`config.mk`:
```
export PLATFORM = sky130hd
export DESIGN_NAME = pad_turnaround_top
export DESIGN_NICKNAME = d
export VERILOG_FILES = /design/src/source/ddr_pad_pkg.sv /design/src/source/pad_lane_if.sv /design/src/source/byte_lane.sv /design/src/source/dly_16.sv /design/src/source/lane_dir_fsm.sv /design/src/source/pad_turnaround_top.sv
export SDC_FILE = /design/constraint.sdc
export NUM_CORES = 1
export LEC_CHECK = 0
export ABC_AREA = 1
export BUFFER_PORTS_ARGS = -buffer_cell sky130_fd_sc_hd__buf_2
export CAP_MARGIN = 20
export CORE_ASPECT_RATIO = 0.8
export CORE_MARGIN = 2
export CORE_UTILIZATION = 50
export CTS_CLUSTER_SIZE = 24
export DETAILED_ROUTE_END_ITERATION = 7
export PLACE_DENSITY = 0.76
export SLEW_MARGIN = 10
export SYNTH_ARGS = -nofsm -noshare
export SYNTH_HDL_FRONTEND = slang
export SYNTH_SLANG_ARGS = --single-unit
```
`constraint.sdc`:
```
create_clock -name mclk -period 1.6 [get_ports mclk]
set_input_delay 0.16 -clock mclk [delete_from_list [all_inputs] [get_ports mclk]]
set_output_delay 0.16 -clock mclk [all_outputs]
set_load 0.02 [all_outputs]
```
`src/source/ddr_pad_pkg.sv`:
```
`default_nettype none

package ddr_pad_pkg;

    localparam int LANE_W    = 8;   // bits per byte lane
    localparam int NUM_LANES = 2;   // lower and upper byte
    localparam int DLY_DEPTH = 16;  // delay line taps

    typedef logic [LANE_W-1:0] lane_data_t;

    // setting d selects tap d, i.e. d+1 cycles of delay
    typedef logic [$clog2(DLY_DEPTH)-1:0] dly_t;

    typedef enum logic [1:0] {
        RX    = 2'd0,  // pads released, read data captured
        DRIVE = 2'd1,  // write data on the pads
        GAP   = 2'd2   // one released cycle after a write burst
    } dir_state_t;

endpackage

`default_nettype wire

```
`src/source/pad_lane_if.sv`:
```
`timescale 1ns/1ns
`default_nettype none

// direction control for one byte lane, FSM to data path
interface pad_lane_if;

    logic oe_dq;    // dq/dm output enable
    logic oe_dqs;   // dqs output enable
    logic drive;    // launch write data this edge
    logic capture;  // sample read data this edge

    modport fsm (
        output oe_dq,
        output oe_dqs,
        output drive,
        output capture
    );

    modport lane (
        input oe_dq,
        input oe_dqs,
        input drive,
        input capture
    );

endinterface

`default_nettype wire

```
`src/source/byte_lane.sv`:
```
`timescale 1ns/1ns
`default_nettype none

module byte_lane (
    input  logic                    mclk,
    input  logic                    rst,
    pad_lane_if.lane                lane,
    input  ddr_pad_pkg::lane_data_t wr_byte,
    input  logic                    wr_mask,
    input  ddr_pad_pkg::lane_data_t pad_in,
    output ddr_pad_pkg::lane_data_t pad_out,
    output logic                    dm_out,
    output ddr_pad_pkg::lane_data_t rd_byte,
    output logic                    rd_valid
);

    // write side toward the pads
    always_ff @(posedge mclk) begin
        if (rst) begin
            pad_out <= '0;
            dm_out  <= 1'b0;
        end else if (lane.drive) begin
            pad_out <= wr_byte;
            dm_out  <= wr_mask;
        end
    end

    // read side, pad value sampled while released
    always_ff @(posedge mclk) begin
        if (lane.capture) begin
            rd_byte <= pad_in;
        end
    end

    always_ff @(posedge mclk) begin
        if (rst) begin
            rd_valid <= 1'b0;
        end else begin
            rd_valid <= lane.capture;  // one cycle after the sample edge
        end
    end

    // a cycle of driving is never reported as read data
    a_no_rd_after_drive : assert property (@(posedge mclk) disable iff (rst)
        lane.oe_dq |=> !rd_valid);

endmodule

`default_nettype wire

```
`src/source/dly_16.sv`:
```
`timescale 1ns/1ns
`default_nettype none

module dly_16 #(
    parameter int WIDTH = 4
) (
    input  logic                mclk,
    input  logic                rst,
    input  ddr_pad_pkg::dly_t   dly,
    input  logic [WIDTH-1:0]    din,
    output logic [WIDTH-1:0]    dout
);

    logic [WIDTH-1:0] taps [ddr_pad_pkg::DLY_DEPTH];

    logic [$clog2(ddr_pad_pkg::DLY_DEPTH+1)-1:0] settle_cnt;  // cycles since dly change
    ddr_pad_pkg::dly_t                           dly_q;

    always_ff @(posedge mclk) begin
        if (rst) begin
            for (int i = 0; i < ddr_pad_pkg::DLY_DEPTH; i++) begin
                taps[i] <= '1;  // released
            end
        end else begin
            taps[0] <= din;
            for (int i = 1; i < ddr_pad_pkg::DLY_DEPTH; i++) begin
                taps[i] <= taps[i-1];
            end
        end
    end

    assign dout = taps[dly];  // tap select, no extra register

    always_ff @(posedge mclk) begin
        if (rst) begin
            settle_cnt <= '0;
            dly_q      <= '0;
        end else begin
            dly_q <= dly;
            if (dly != dly_q) begin
                settle_cnt <= '0;
            end else if (settle_cnt != ddr_pad_pkg::DLY_DEPTH) begin
                settle_cnt <= settle_cnt + 1'b1;
            end
        end
    end

    // once the line has filled under a steady setting, dout is din delayed dly+1 cycles
    for (genvar k = 0; k < ddr_pad_pkg::DLY_DEPTH; k++) begin : g_chk
        a_delay : assert property (@(posedge mclk) disable iff (rst)
            (dly == k && settle_cnt > k) |-> (dout == $past(din, k + 1)));
    end

endmodule

`default_nettype wire

```
`src/source/lane_dir_fsm.sv`:
```
`timescale 1ns/1ns
`default_nettype none

module lane_dir_fsm (
    input  logic           mclk,
    input  logic           rst,
    input  logic           dq_tri_d,   // delayed dq tristate where 1 means released
    input  logic           dqs_tri_d,  // delayed dqs tristate where 1 means released
    pad_lane_if.fsm        lane
);

    ddr_pad_pkg::dir_state_t state;
    ddr_pad_pkg::dir_state_t next_state;
    logic                    oe_dqs_q;

    always_comb begin
        next_state = state;
        case (state)
            ddr_pad_pkg::RX: begin
                if (!dq_tri_d) begin
                    next_state = ddr_pad_pkg::DRIVE;
                end
            end
            ddr_pad_pkg::DRIVE: begin
                if (dq_tri_d) begin
                    next_state = ddr_pad_pkg::GAP;
                end
            end
            ddr_pad_pkg::GAP: begin
                next_state = ddr_pad_pkg::RX;  // single turnaround cycle
            end
            default: begin
                next_state = ddr_pad_pkg::RX;
            end
        endcase
    end

    always_ff @(posedge mclk) begin
        if (rst) begin
            state    <= ddr_pad_pkg::RX;
            oe_dqs_q <= 1'b0;
        end else begin
            state    <= next_state;
            oe_dqs_q <= ~dqs_tri_d;  // dqs enable ignores state
        end
    end

    assign lane.oe_dq   = (state == ddr_pad_pkg::DRIVE);
    assign lane.oe_dqs  = oe_dqs_q;
    assign lane.capture = (state == ddr_pad_pkg::RX);

    // load write data on the edge that turns the driver on
    assign lane.drive = (next_state == ddr_pad_pkg::DRIVE);

    // one released cycle without capture after the driver lets go
    a_gap_one : assert property (@(posedge mclk) disable iff (rst)
        $fell(lane.oe_dq) |-> !lane.capture ##1 lane.capture);

    // no read sampling while our own driver is on the pads or just after
    a_no_contention : assert property (@(posedge mclk) disable iff (rst)
        lane.oe_dq |-> !lane.capture ##1 !lane.capture);

endmodule

`default_nettype wire

```
`src/source/pad_turnaround_top.sv`:
```
`timescale 1ns/1ns
`default_nettype none

module pad_turnaround_top (
    input  logic              mclk,
    input  logic              rst,
    input  ddr_pad_pkg::dly_t dly_cfg,
    input  logic [1:0]        dq_tri,     // 1 = released
    input  logic [1:0]        dqs_tri,    // 1 = released
    input  logic [15:0]       wr_data,
    input  logic [1:0]        wr_dm,
    input  logic [15:0]       pad_dq_in,
    output logic [15:0]       pad_dq_out,
    output logic [1:0]        pad_dm_out,
    output logic [1:0]        pad_dq_oe,
    output logic [1:0]        pad_dqs_oe,
    output logic [15:0]       rd_data,
    output logic [1:0]        rd_valid
);

    logic [1:0] dq_tri_d;
    logic [1:0] dqs_tri_d;

    dly_16 #(
        .WIDTH (2 * ddr_pad_pkg::NUM_LANES)
    ) u_dly (
        .mclk (mclk),
        .rst  (rst),
        .dly  (dly_cfg),
        .din  ({dqs_tri, dq_tri}),
        .dout ({dqs_tri_d, dq_tri_d})
    );

    for (genvar i = 0; i < ddr_pad_pkg::NUM_LANES; i++) begin : g_lane
        pad_lane_if u_lane_if ();

        lane_dir_fsm u_fsm (
            .mclk      (mclk),
            .rst       (rst),
            .dq_tri_d  (dq_tri_d[i]),
            .dqs_tri_d (dqs_tri_d[i]),
            .lane      (u_lane_if.fsm)
        );

        byte_lane u_byte (
            .mclk     (mclk),
            .rst      (rst),
            .lane     (u_lane_if.lane),
            .wr_byte  (wr_data[i*ddr_pad_pkg::LANE_W +: ddr_pad_pkg::LANE_W]),
            .wr_mask  (wr_dm[i]),
            .pad_in   (pad_dq_in[i*ddr_pad_pkg::LANE_W +: ddr_pad_pkg::LANE_W]),
            .pad_out  (pad_dq_out[i*ddr_pad_pkg::LANE_W +: ddr_pad_pkg::LANE_W]),
            .dm_out   (pad_dm_out[i]),
            .rd_byte  (rd_data[i*ddr_pad_pkg::LANE_W +: ddr_pad_pkg::LANE_W]),
            .rd_valid (rd_valid[i])
        );

        assign pad_dq_oe[i]  = u_lane_if.oe_dq;
        assign pad_dqs_oe[i] = u_lane_if.oe_dqs;
    end

endmodule

`default_nettype wire
```
==> impl_metrics.tcl, run 1 <==
set metrics [dict create \
    reg2reg_from "u_dly.taps[1][1]" \
    tightest_slew_ns 0.4893 \
    clkLatencyLatePin_ns 0.37 \
    numCtsBuffers 9 \
    start_util_pct 52.10 \
    drc 0 \
    final_cell_mix "nand2_1, dfxtp_1, buf_2, inv_1, or2_2" \
    hold_path_end "g_lane[1].u_byte.pad_out[6]" \
    max_slew_margin_pct 67.38 \
    clock.fmax_ghz 0.7632 \
    yosysWarnings 0 \
    grt_max_degree 53 \
    first_iter_violations 204 \
    outcome "finished, final reports clean" \
    critPathRequiredTime_ns 1.91 \
    vias_per_cell 4.575 \
    drt.antenna.violating_nets 0 \
    nets 642 \
    synth_cell_types 23 \
    min_from "wr_data[14]" \
    finalSetupTns_ns 0 \
    syn_area_per_cell_um2 8.410 \
    critPathLaunchType "flop" \
    gp_congestion 0.7950 \
    endpoint_kind "flop" \
    synth_top_cell_area_share_pct 42.93 \
    cp_max_fo 11 \
    reg2reg_to "g_lane[1].u_byte.pad_out[2]" \
    ir_drop_uv 606.7 \
    fin_ws_ns 0.2897 \
    antenna_found_initial 0 \
    synth_top_family_by_area "simple AND/OR/NAND/NOR gates" \
    synth_cells 499 \
    vias 3253 \
    post-route-util_pct 62.89 \
    wire_per_inst_um 11.87 \
    clk_path_buf_depth 2 \
    synthToLayoutAreaGrowth_pct 20.72 \
    pre_cts_ws_ns 0.08719 \
    yosysTopAreaCell "dfxtp_1" \
    portBuffers 83 \
    yosys.area_share.simple_pct 28.62 \
    nFillCells 664 \
    worstPathArrival_ns 1.62 \
    htree_levels 3 \
    cts-root-buf "clkbuf_8" \
    muxShareOfSynthArea_pct 0 \
    critPathKind "flop to flop" \
    period_minus_slack_ns 1.310 \
    critPathMaxStageDelay_ns 0.31 \
    first_pass_iters 4 \
    rsz0062_at_grt "no" \
    critPathMostFrequentCell "nand3_2" \
    die_h_um 85.94 \
    die_x_um 106.4 \
    routed_wl_um 8443 \
    synth_area_leaders "dfxtp_1, edfxtp_1, nand2_1" \
    die-area_um2 9146 \
    clock_sinks 106 \
    yosys.area_share.xor_xnor_pct 0 \
    syn_area_um2 4197 \
    slowest_stage "dfxtp_1" \
    whs_path_depth 5 \
    seq_area_frac_synth_pct 54.38 \
    grt.overflow.total 0 \
    synth_seq_cells 106 \
    syn_nets 543 \
    final.period_utilization_pct 81.89 \
    core_um2 8055 \
    max_cap_violations 0 \
    synth_compound_area_share_pct 3.101 \
    grt_pass1_wl_um 13920 \
    crit_chain "inv_1 -> nand2_1 -> nand3_1 -> nand3_2 -> nand3_4 -> nand3_2 -> nand2_2 -> inv_2 -> nor2_1" \
    grt_pass1_vias 3028 \
    hpwl_um 5573 \
    slew_violations 0 \
    cts_tree "done" \
    power_density_nw_per_um2 1029 \
    worst_hold_path_type "input pin to flop" \
    final_common_cell "nand2_1" \
    p_leak_nw 2.635 \
    setup_viol 0 \
    synthAdderAreaFrac_pct 0 \
    rrSetupSlack_ns 0.29 \
    drive_gt1_share_pct 30.85 \
    antennaDiodeCount 0 \
    core.rowCount 29 \
    reg2regPathDepth 9 \
    grt_usage_pct 19.50 \
    final.setup_skew_ns 0.01155 \
    io_pins 84 \
    clk_pin_slew_worst_paths_ns 0.10 \
    hold_viol 0 \
]
[critical path: cells and delay by family (launching register included)]
family                 cells  cell delay, ns
flip-flops                 1            0.31
AND/OR/NAND/NOR            7            0.84
buffers and inverters      2            0.10
[layer usage]
metal  share of wire [%]  global-route usage [%]  vias up
li1                    -                       -     1695
met1                  46                   25.69     1464
met2                  47                   31.29       85
met3                 5.5                   4.939        9
met4                 1.3                   7.202        0
met5                   0                       0        -
[where the power goes]
part / switching (mW) / internal [mW]
registers: 0.0451 / 2.82
clock network: 0.870 / 0.706
logic: 0.478 / 0.292
[state kept, by name, summed over array words and instances (netlist names)]
| register | flops |
|---|---|
| g_lane.u_byte.dm_out | 2 |
| g_lane.u_byte.pad_out | 16 |
| g_lane.u_byte.rd_byte | 16 |
| g_lane.u_byte.rd_valid | 2 |
| g_lane.u_fsm.lane.oe_dqs | 2 |
| g_lane.u_fsm.state | 4 |
| u_dly.taps | 64 |
[per-stage QoR]
step                cell area, um^2  hold slack, ns  total power, mW  cells
floorplan                      4197          0.2589            3.445    499
global placement               4663          0.3370            3.633    674
detailed placement             4663          0.3383            3.657    674
CTS                            5055         0.09909            5.243    710
global route                   5066          0.1121            5.450    711
finish                         5066          0.1094            5.212    711
[repair_timing]
action | 4_1_cts | 5_1_grt
resized for setup | 0 | 1
endpoints found under the setup margin | 0 | 1
buffers inserted | 0 | 1
endpoints found under the hold margin | 20 | 0
hold buffers | 20 | 0
[layout make-up]
class	instances	area, um^2	area share [%]
sequential	106	2282	45.05
multi-input combinational	264	1331	26.28
timing repair buffer	120	755.7	14.92
inverter	97	370.4	7.310
clock buffer	13	170.2	3.359
tap	108	135.1	2.667
clock inverter	3	21.27	0.4199
[worst max-delay path by stage]
stage | startpoint | end | slack [ns] | cells after the start
finish | u_dly.taps[1][1] | g_lane[1].u_byte.pad_out[2] | 0.29 | 9
global route | u_dly.taps[6][1] | g_lane[1].u_byte.pad_out[1] | 0.14 | 9
CTS | g_lane[0].u_fsm.state[1] | pad_dq_oe[0] | 0.12 | 4
detailed placement | dly_cfg[0] | g_lane[1].u_byte.pad_out[2] | 0.09 | 10
global placement | dly_cfg[0] | g_lane[1].u_byte.pad_out[0] | 0.11 | 10
floorplan | dly_cfg[0] | g_lane[0].u_byte.dm_out | 0.38 | 12
[logic make-up after synthesis]
kind of cell	Yosys count
compound gates	22
buf+inv	129
flops	106
simple gates	242
[synth_stat cells]
| cell type | n |
|---|---|
| o211ai_2 | 2 |
| nand2_2 | 8 |
| clkinv_1 | 1 |
| nand3_4 | 4 |
| a21oi_1 | 8 |
| dfxtp_1 | 90 |
| buf_2 | 2 |
| clkbuf_1 | 13 |
| inv_4 | 1 |
| nor3_1 | 2 |
| nand4_1 | 18 |
| or2_2 | 30 |
| nand2_1 | 116 |
| buf_4 | 9 |
| buf_6 | 8 |
| nand3_1 | 26 |
| o21ai_0 | 8 |
| nor2_1 | 28 |
| a31oi_1 | 4 |
| inv_1 | 79 |
| nand3_2 | 10 |
| inv_2 | 16 |
| edfxtp_1 | 16 |
Note: power is estimated with default switching activity, not from simulation.
==> run 2, diff against run 1 <==
--- a/config.mk
+++ b/config.mk
@@ -5,15 +5,15 @@
 export SDC_FILE = /design/constraint.sdc
 export NUM_CORES = 1
 export LEC_CHECK = 0
-export ABC_AREA = 1
+export ABC_AREA = 0
 export BUFFER_PORTS_ARGS = -buffer_cell sky130_fd_sc_hd__buf_2
 export CAP_MARGIN = 20
 export CORE_ASPECT_RATIO = 0.8
 export CORE_MARGIN = 2
-export CORE_UTILIZATION = 50
+export CORE_UTILIZATION = 48
 export CTS_CLUSTER_SIZE = 24
 export DETAILED_ROUTE_END_ITERATION = 7
-export PLACE_DENSITY = 0.76
+export PLACE_DENSITY = 0.77
 export SLEW_MARGIN = 10
 export SYNTH_ARGS = -nofsm -noshare
 export SYNTH_HDL_FRONTEND = slang
==> constraint.sdc (replaced) <==
create_clock -name mclk -period 1.05 [get_ports mclk]
set_input_delay 0.105 -clock mclk [delete_from_list [all_inputs] [get_ports mclk]]
set_output_delay 0.105 -clock mclk [all_outputs]
set_load 0.02 [all_outputs]
==> impl_metrics.tcl, run 2 <==
set metrics [dict create \
    outcome "finished, violations left" \
    violations "setup timing" \
    ir_drop_uv 923.1 \
    syn_area_per_cell_um2 12.76 \
    tightest_slew_ns 0.1896 \
    placed_cells 486 \
    clk_pin_slew_worst_paths_ns 0.10 \
    clk_path_buf_depth 2 \
    endpoint_kind "flop" \
    clock.fmax_ghz 0.6275 \
    worst_hold_path_type "input pin to flop" \
    io_pins 84 \
    synth_top_family_by_area "simple AND/OR/NAND/NOR gates" \
    p_total_mw 7.395 \
    first_pass_iters 4 \
    reg2regPathDepth 5 \
    yosys.area_share.simple_pct 18.39 \
    critPathKind "flop to flop" \
    fin_ws_ns -0.5435 \
    min_from "wr_data[8]" \
    regMostFlops "u_dly.taps" \
    cts_tree "done" \
    synthFlopType "dfxtp_1" \
    top_usage_layer "met2" \
    gp_congestion 0.7591 \
    htree_levels 3 \
    synthAdderAreaFrac_pct 0 \
    hpwl_um 4673 \
    start_util_pct 49.26 \
    die_x_um 104.5 \
    synth_cells 304 \
    final.setup_skew_ns 0.007921 \
    die-area_um2 8820 \
    hold_path_end "g_lane[1].u_byte.pad_out[0]" \
    period_minus_slack_ns 1.594 \
    synth_top_cell_area_share_pct 46.45 \
    numCtsBuffers 9 \
    yosysWarnings 0 \
    place_area_um2 4482 \
    syn_nets 348 \
    rsz0062_at_grt "yes" \
    synthArstFlopShare_pct 0 \
    cp_max_fo 9 \
    drc 0 \
    pre_cts_ws_ns -0.6408 \
    synth_area_leaders "dfxtp_1, edfxtp_1, or2_2" \
    setup_viol 42 \
    hold_viol 0 \
    antennaDiodeCount 0 \
    use_met3_pct 6.444 \
    synth_cell_types 16 \
    core_um2 7874 \
    synthToLayoutAreaGrowth_pct 35.26 \
    reg_top3 "u_dly.taps: 64 flops, g_lane.u_byte.pad_out: 16 flops, g_lane.u_byte.rd_byte: 16 flops" \
    nFillCells 572 \
    design_area_um2 5246 \
    reg2reg_from "u_dly.taps[7][0]" \
    wire_per_inst_um 13.89 \
    whs_path_depth 3 \
    grt_max_degree 58 \
    clkLatencyLatePin_ns 0.36 \
    first_iter_violations 112 \
    reg2reg_to "g_lane[0].u_byte.pad_out[2]" \
    slew_violations 0 \
    grt_pass1_wl_um 11900 \
    critPathLaunch "u_dly.taps[7][0]" \
    p_leak_nw 2.238 \
    synth_seq_cells 106 \
    cts-root-buf "clkbuf_8" \
    critPathLaunchType "flop" \
    stdcell_count 545 \
    largest_reg_flops 64 \
    seq_area_frac_synth_pct 58.84 \
    grt_pass1_vias 2514 \
    finalSetupTns_ns -11.18 \
    yosysTopAreaCell "dfxtp_1" \
    core.rowCount 29 \
    critPathRequiredTime_ns 1.34 \
    vias 2557 \
    final_common_cell "dfxtp_1" \
    yosys-top-cells-count "dfxtp_1, or2_2, mux2i_1, nand2b_1, edfxtp_1" \
    yosys.area_share.xor_xnor_pct 0 \
    clock_sinks 106 \
    post-synth-top-count-cell "dfxtp_1" \
    antenna_found_initial 0 \
    max_cap_violations 0 \
    vias_per_cell 4.692 \
    max_slew_margin_pct 87.00 \
    die_h_um 84.40 \
    syn_area_um2 3879 \
    synth_compound_area_share_pct 0.6452 \
    drt.antenna.violating_nets 0 \
    worstPathArrival_ns 1.89 \
    nets 476 \
    synth-edff-count 16 \
    drive_gt1_share_pct 52.40 \
    gr-usage-met1_pct 22.77 \
    muxShareOfSynthArea_pct 17.42 \
    power_density_nw_per_um2 1409 \
    grt_usage_pct 17.20 \
    portBuffers 83 \
    final.period_utilization_pct 151.8 \
    routed_wl_um 7568 \
    grt.overflow.total 0 \
    use_met2_pct 27.04 \
    final_cell_mix "dfxtp_1, buf_2, or2_2, dlygate4sd3_1, nand2b_1" \
    rrSetupSlack_ns -0.54 \
]
[run 2: cell types whose count changed after synthesis, moves of 18 or more]
cell      previous run  this run
inv_1               79         0
nand2b_1             0        36
nor2_1              28         8
nand4_1             18         0
or2_2               30        64
mux2i_1              0        36
nand2_1            116         0
nand3_1             26         0
[run 2: worst max path at each step]
stage | to | slack, ns | cells after the start
final | g_lane[0].u_byte.pad_out[2] | -0.54 | 5
after global routing | g_lane[0].u_byte.pad_out[2] | -0.60 | 5
after CTS | g_lane[1].u_byte.pad_out[1] | -0.52 | 5
after detailed placement | g_lane[1].u_byte.pad_out[5] | -0.64 | 7
after global placement | g_lane[1].u_byte.pad_out[6] | -0.56 | 7
after floorplan | g_lane[0].u_byte.dm_out | -0.47 | 7
[run 2: final cells by class]
class / count / area [um^2] / area share [%]
clock buffers: 9 / 123.9 / 2.361
clock inverters: 7 / 78.83 / 1.503
repair buffers: 145 / 1159 / 22.08
multi-input cells: 170 / 1443 / 27.50
well taps: 108 / 135.1 / 2.576
flip-flops and latches: 106 / 2307 / 43.98
[run 2: cell families (layout without fill, tap and decap cells)]
family                 count (synthesis)  after routing
AOI/OAI and AO/OA                      2              2
buffers and inverters                 28            161
DFF                                  106            106
muxes                                 50             50
and+or+nand+nor                      118            118
[run 2: repair_timing]
action / CTS / global route
gates cloned: 0 / 0
endpoints found under the hold margin: 36 / 1
gates resized for setup: 23 / 35
setup buffers: 4 / 2
hold buffers: 36 / 1
endpoints found under the setup margin: 26 / 65
pin swaps: 2 / 0
[run 2: power by group]
group / switching [mW] / internal (mW)
registers: 0.0356 / 4.20
logic: 0.291 / 0.381
clock network: 1.37 / 1.12
[run 2: critical path, cell delays in order, from the launching register on]
cell and delay, ns:
dfxtp_2 0.35, mux2i_1 0.06, mux4_2 0.50, a22oi_2 0.25, buf_12 0.17, mux2i_1 0.19
[run 2: layer usage]
| layer | routed length, um | vias up |
|---|---|---|
| li1 | - | 1264 |
| met1 | 3559 | 1222 |
| met2 | 3566 | 66 |
| met3 | 378 | 5 |
| met4 | 64 | 0 |
| met5 | 0 | - |
[run 2: per-stage QoR]
step / util, % / hold slack (ns)
floorplan: - / 0.2039
global placement: 56.92 / 0.2819
finish: 66.63 / 0.01606
global route: 66.63 / 0.02987
CTS: 65.14 / 0.001052
detailed placement: 56.92 / 0.2831
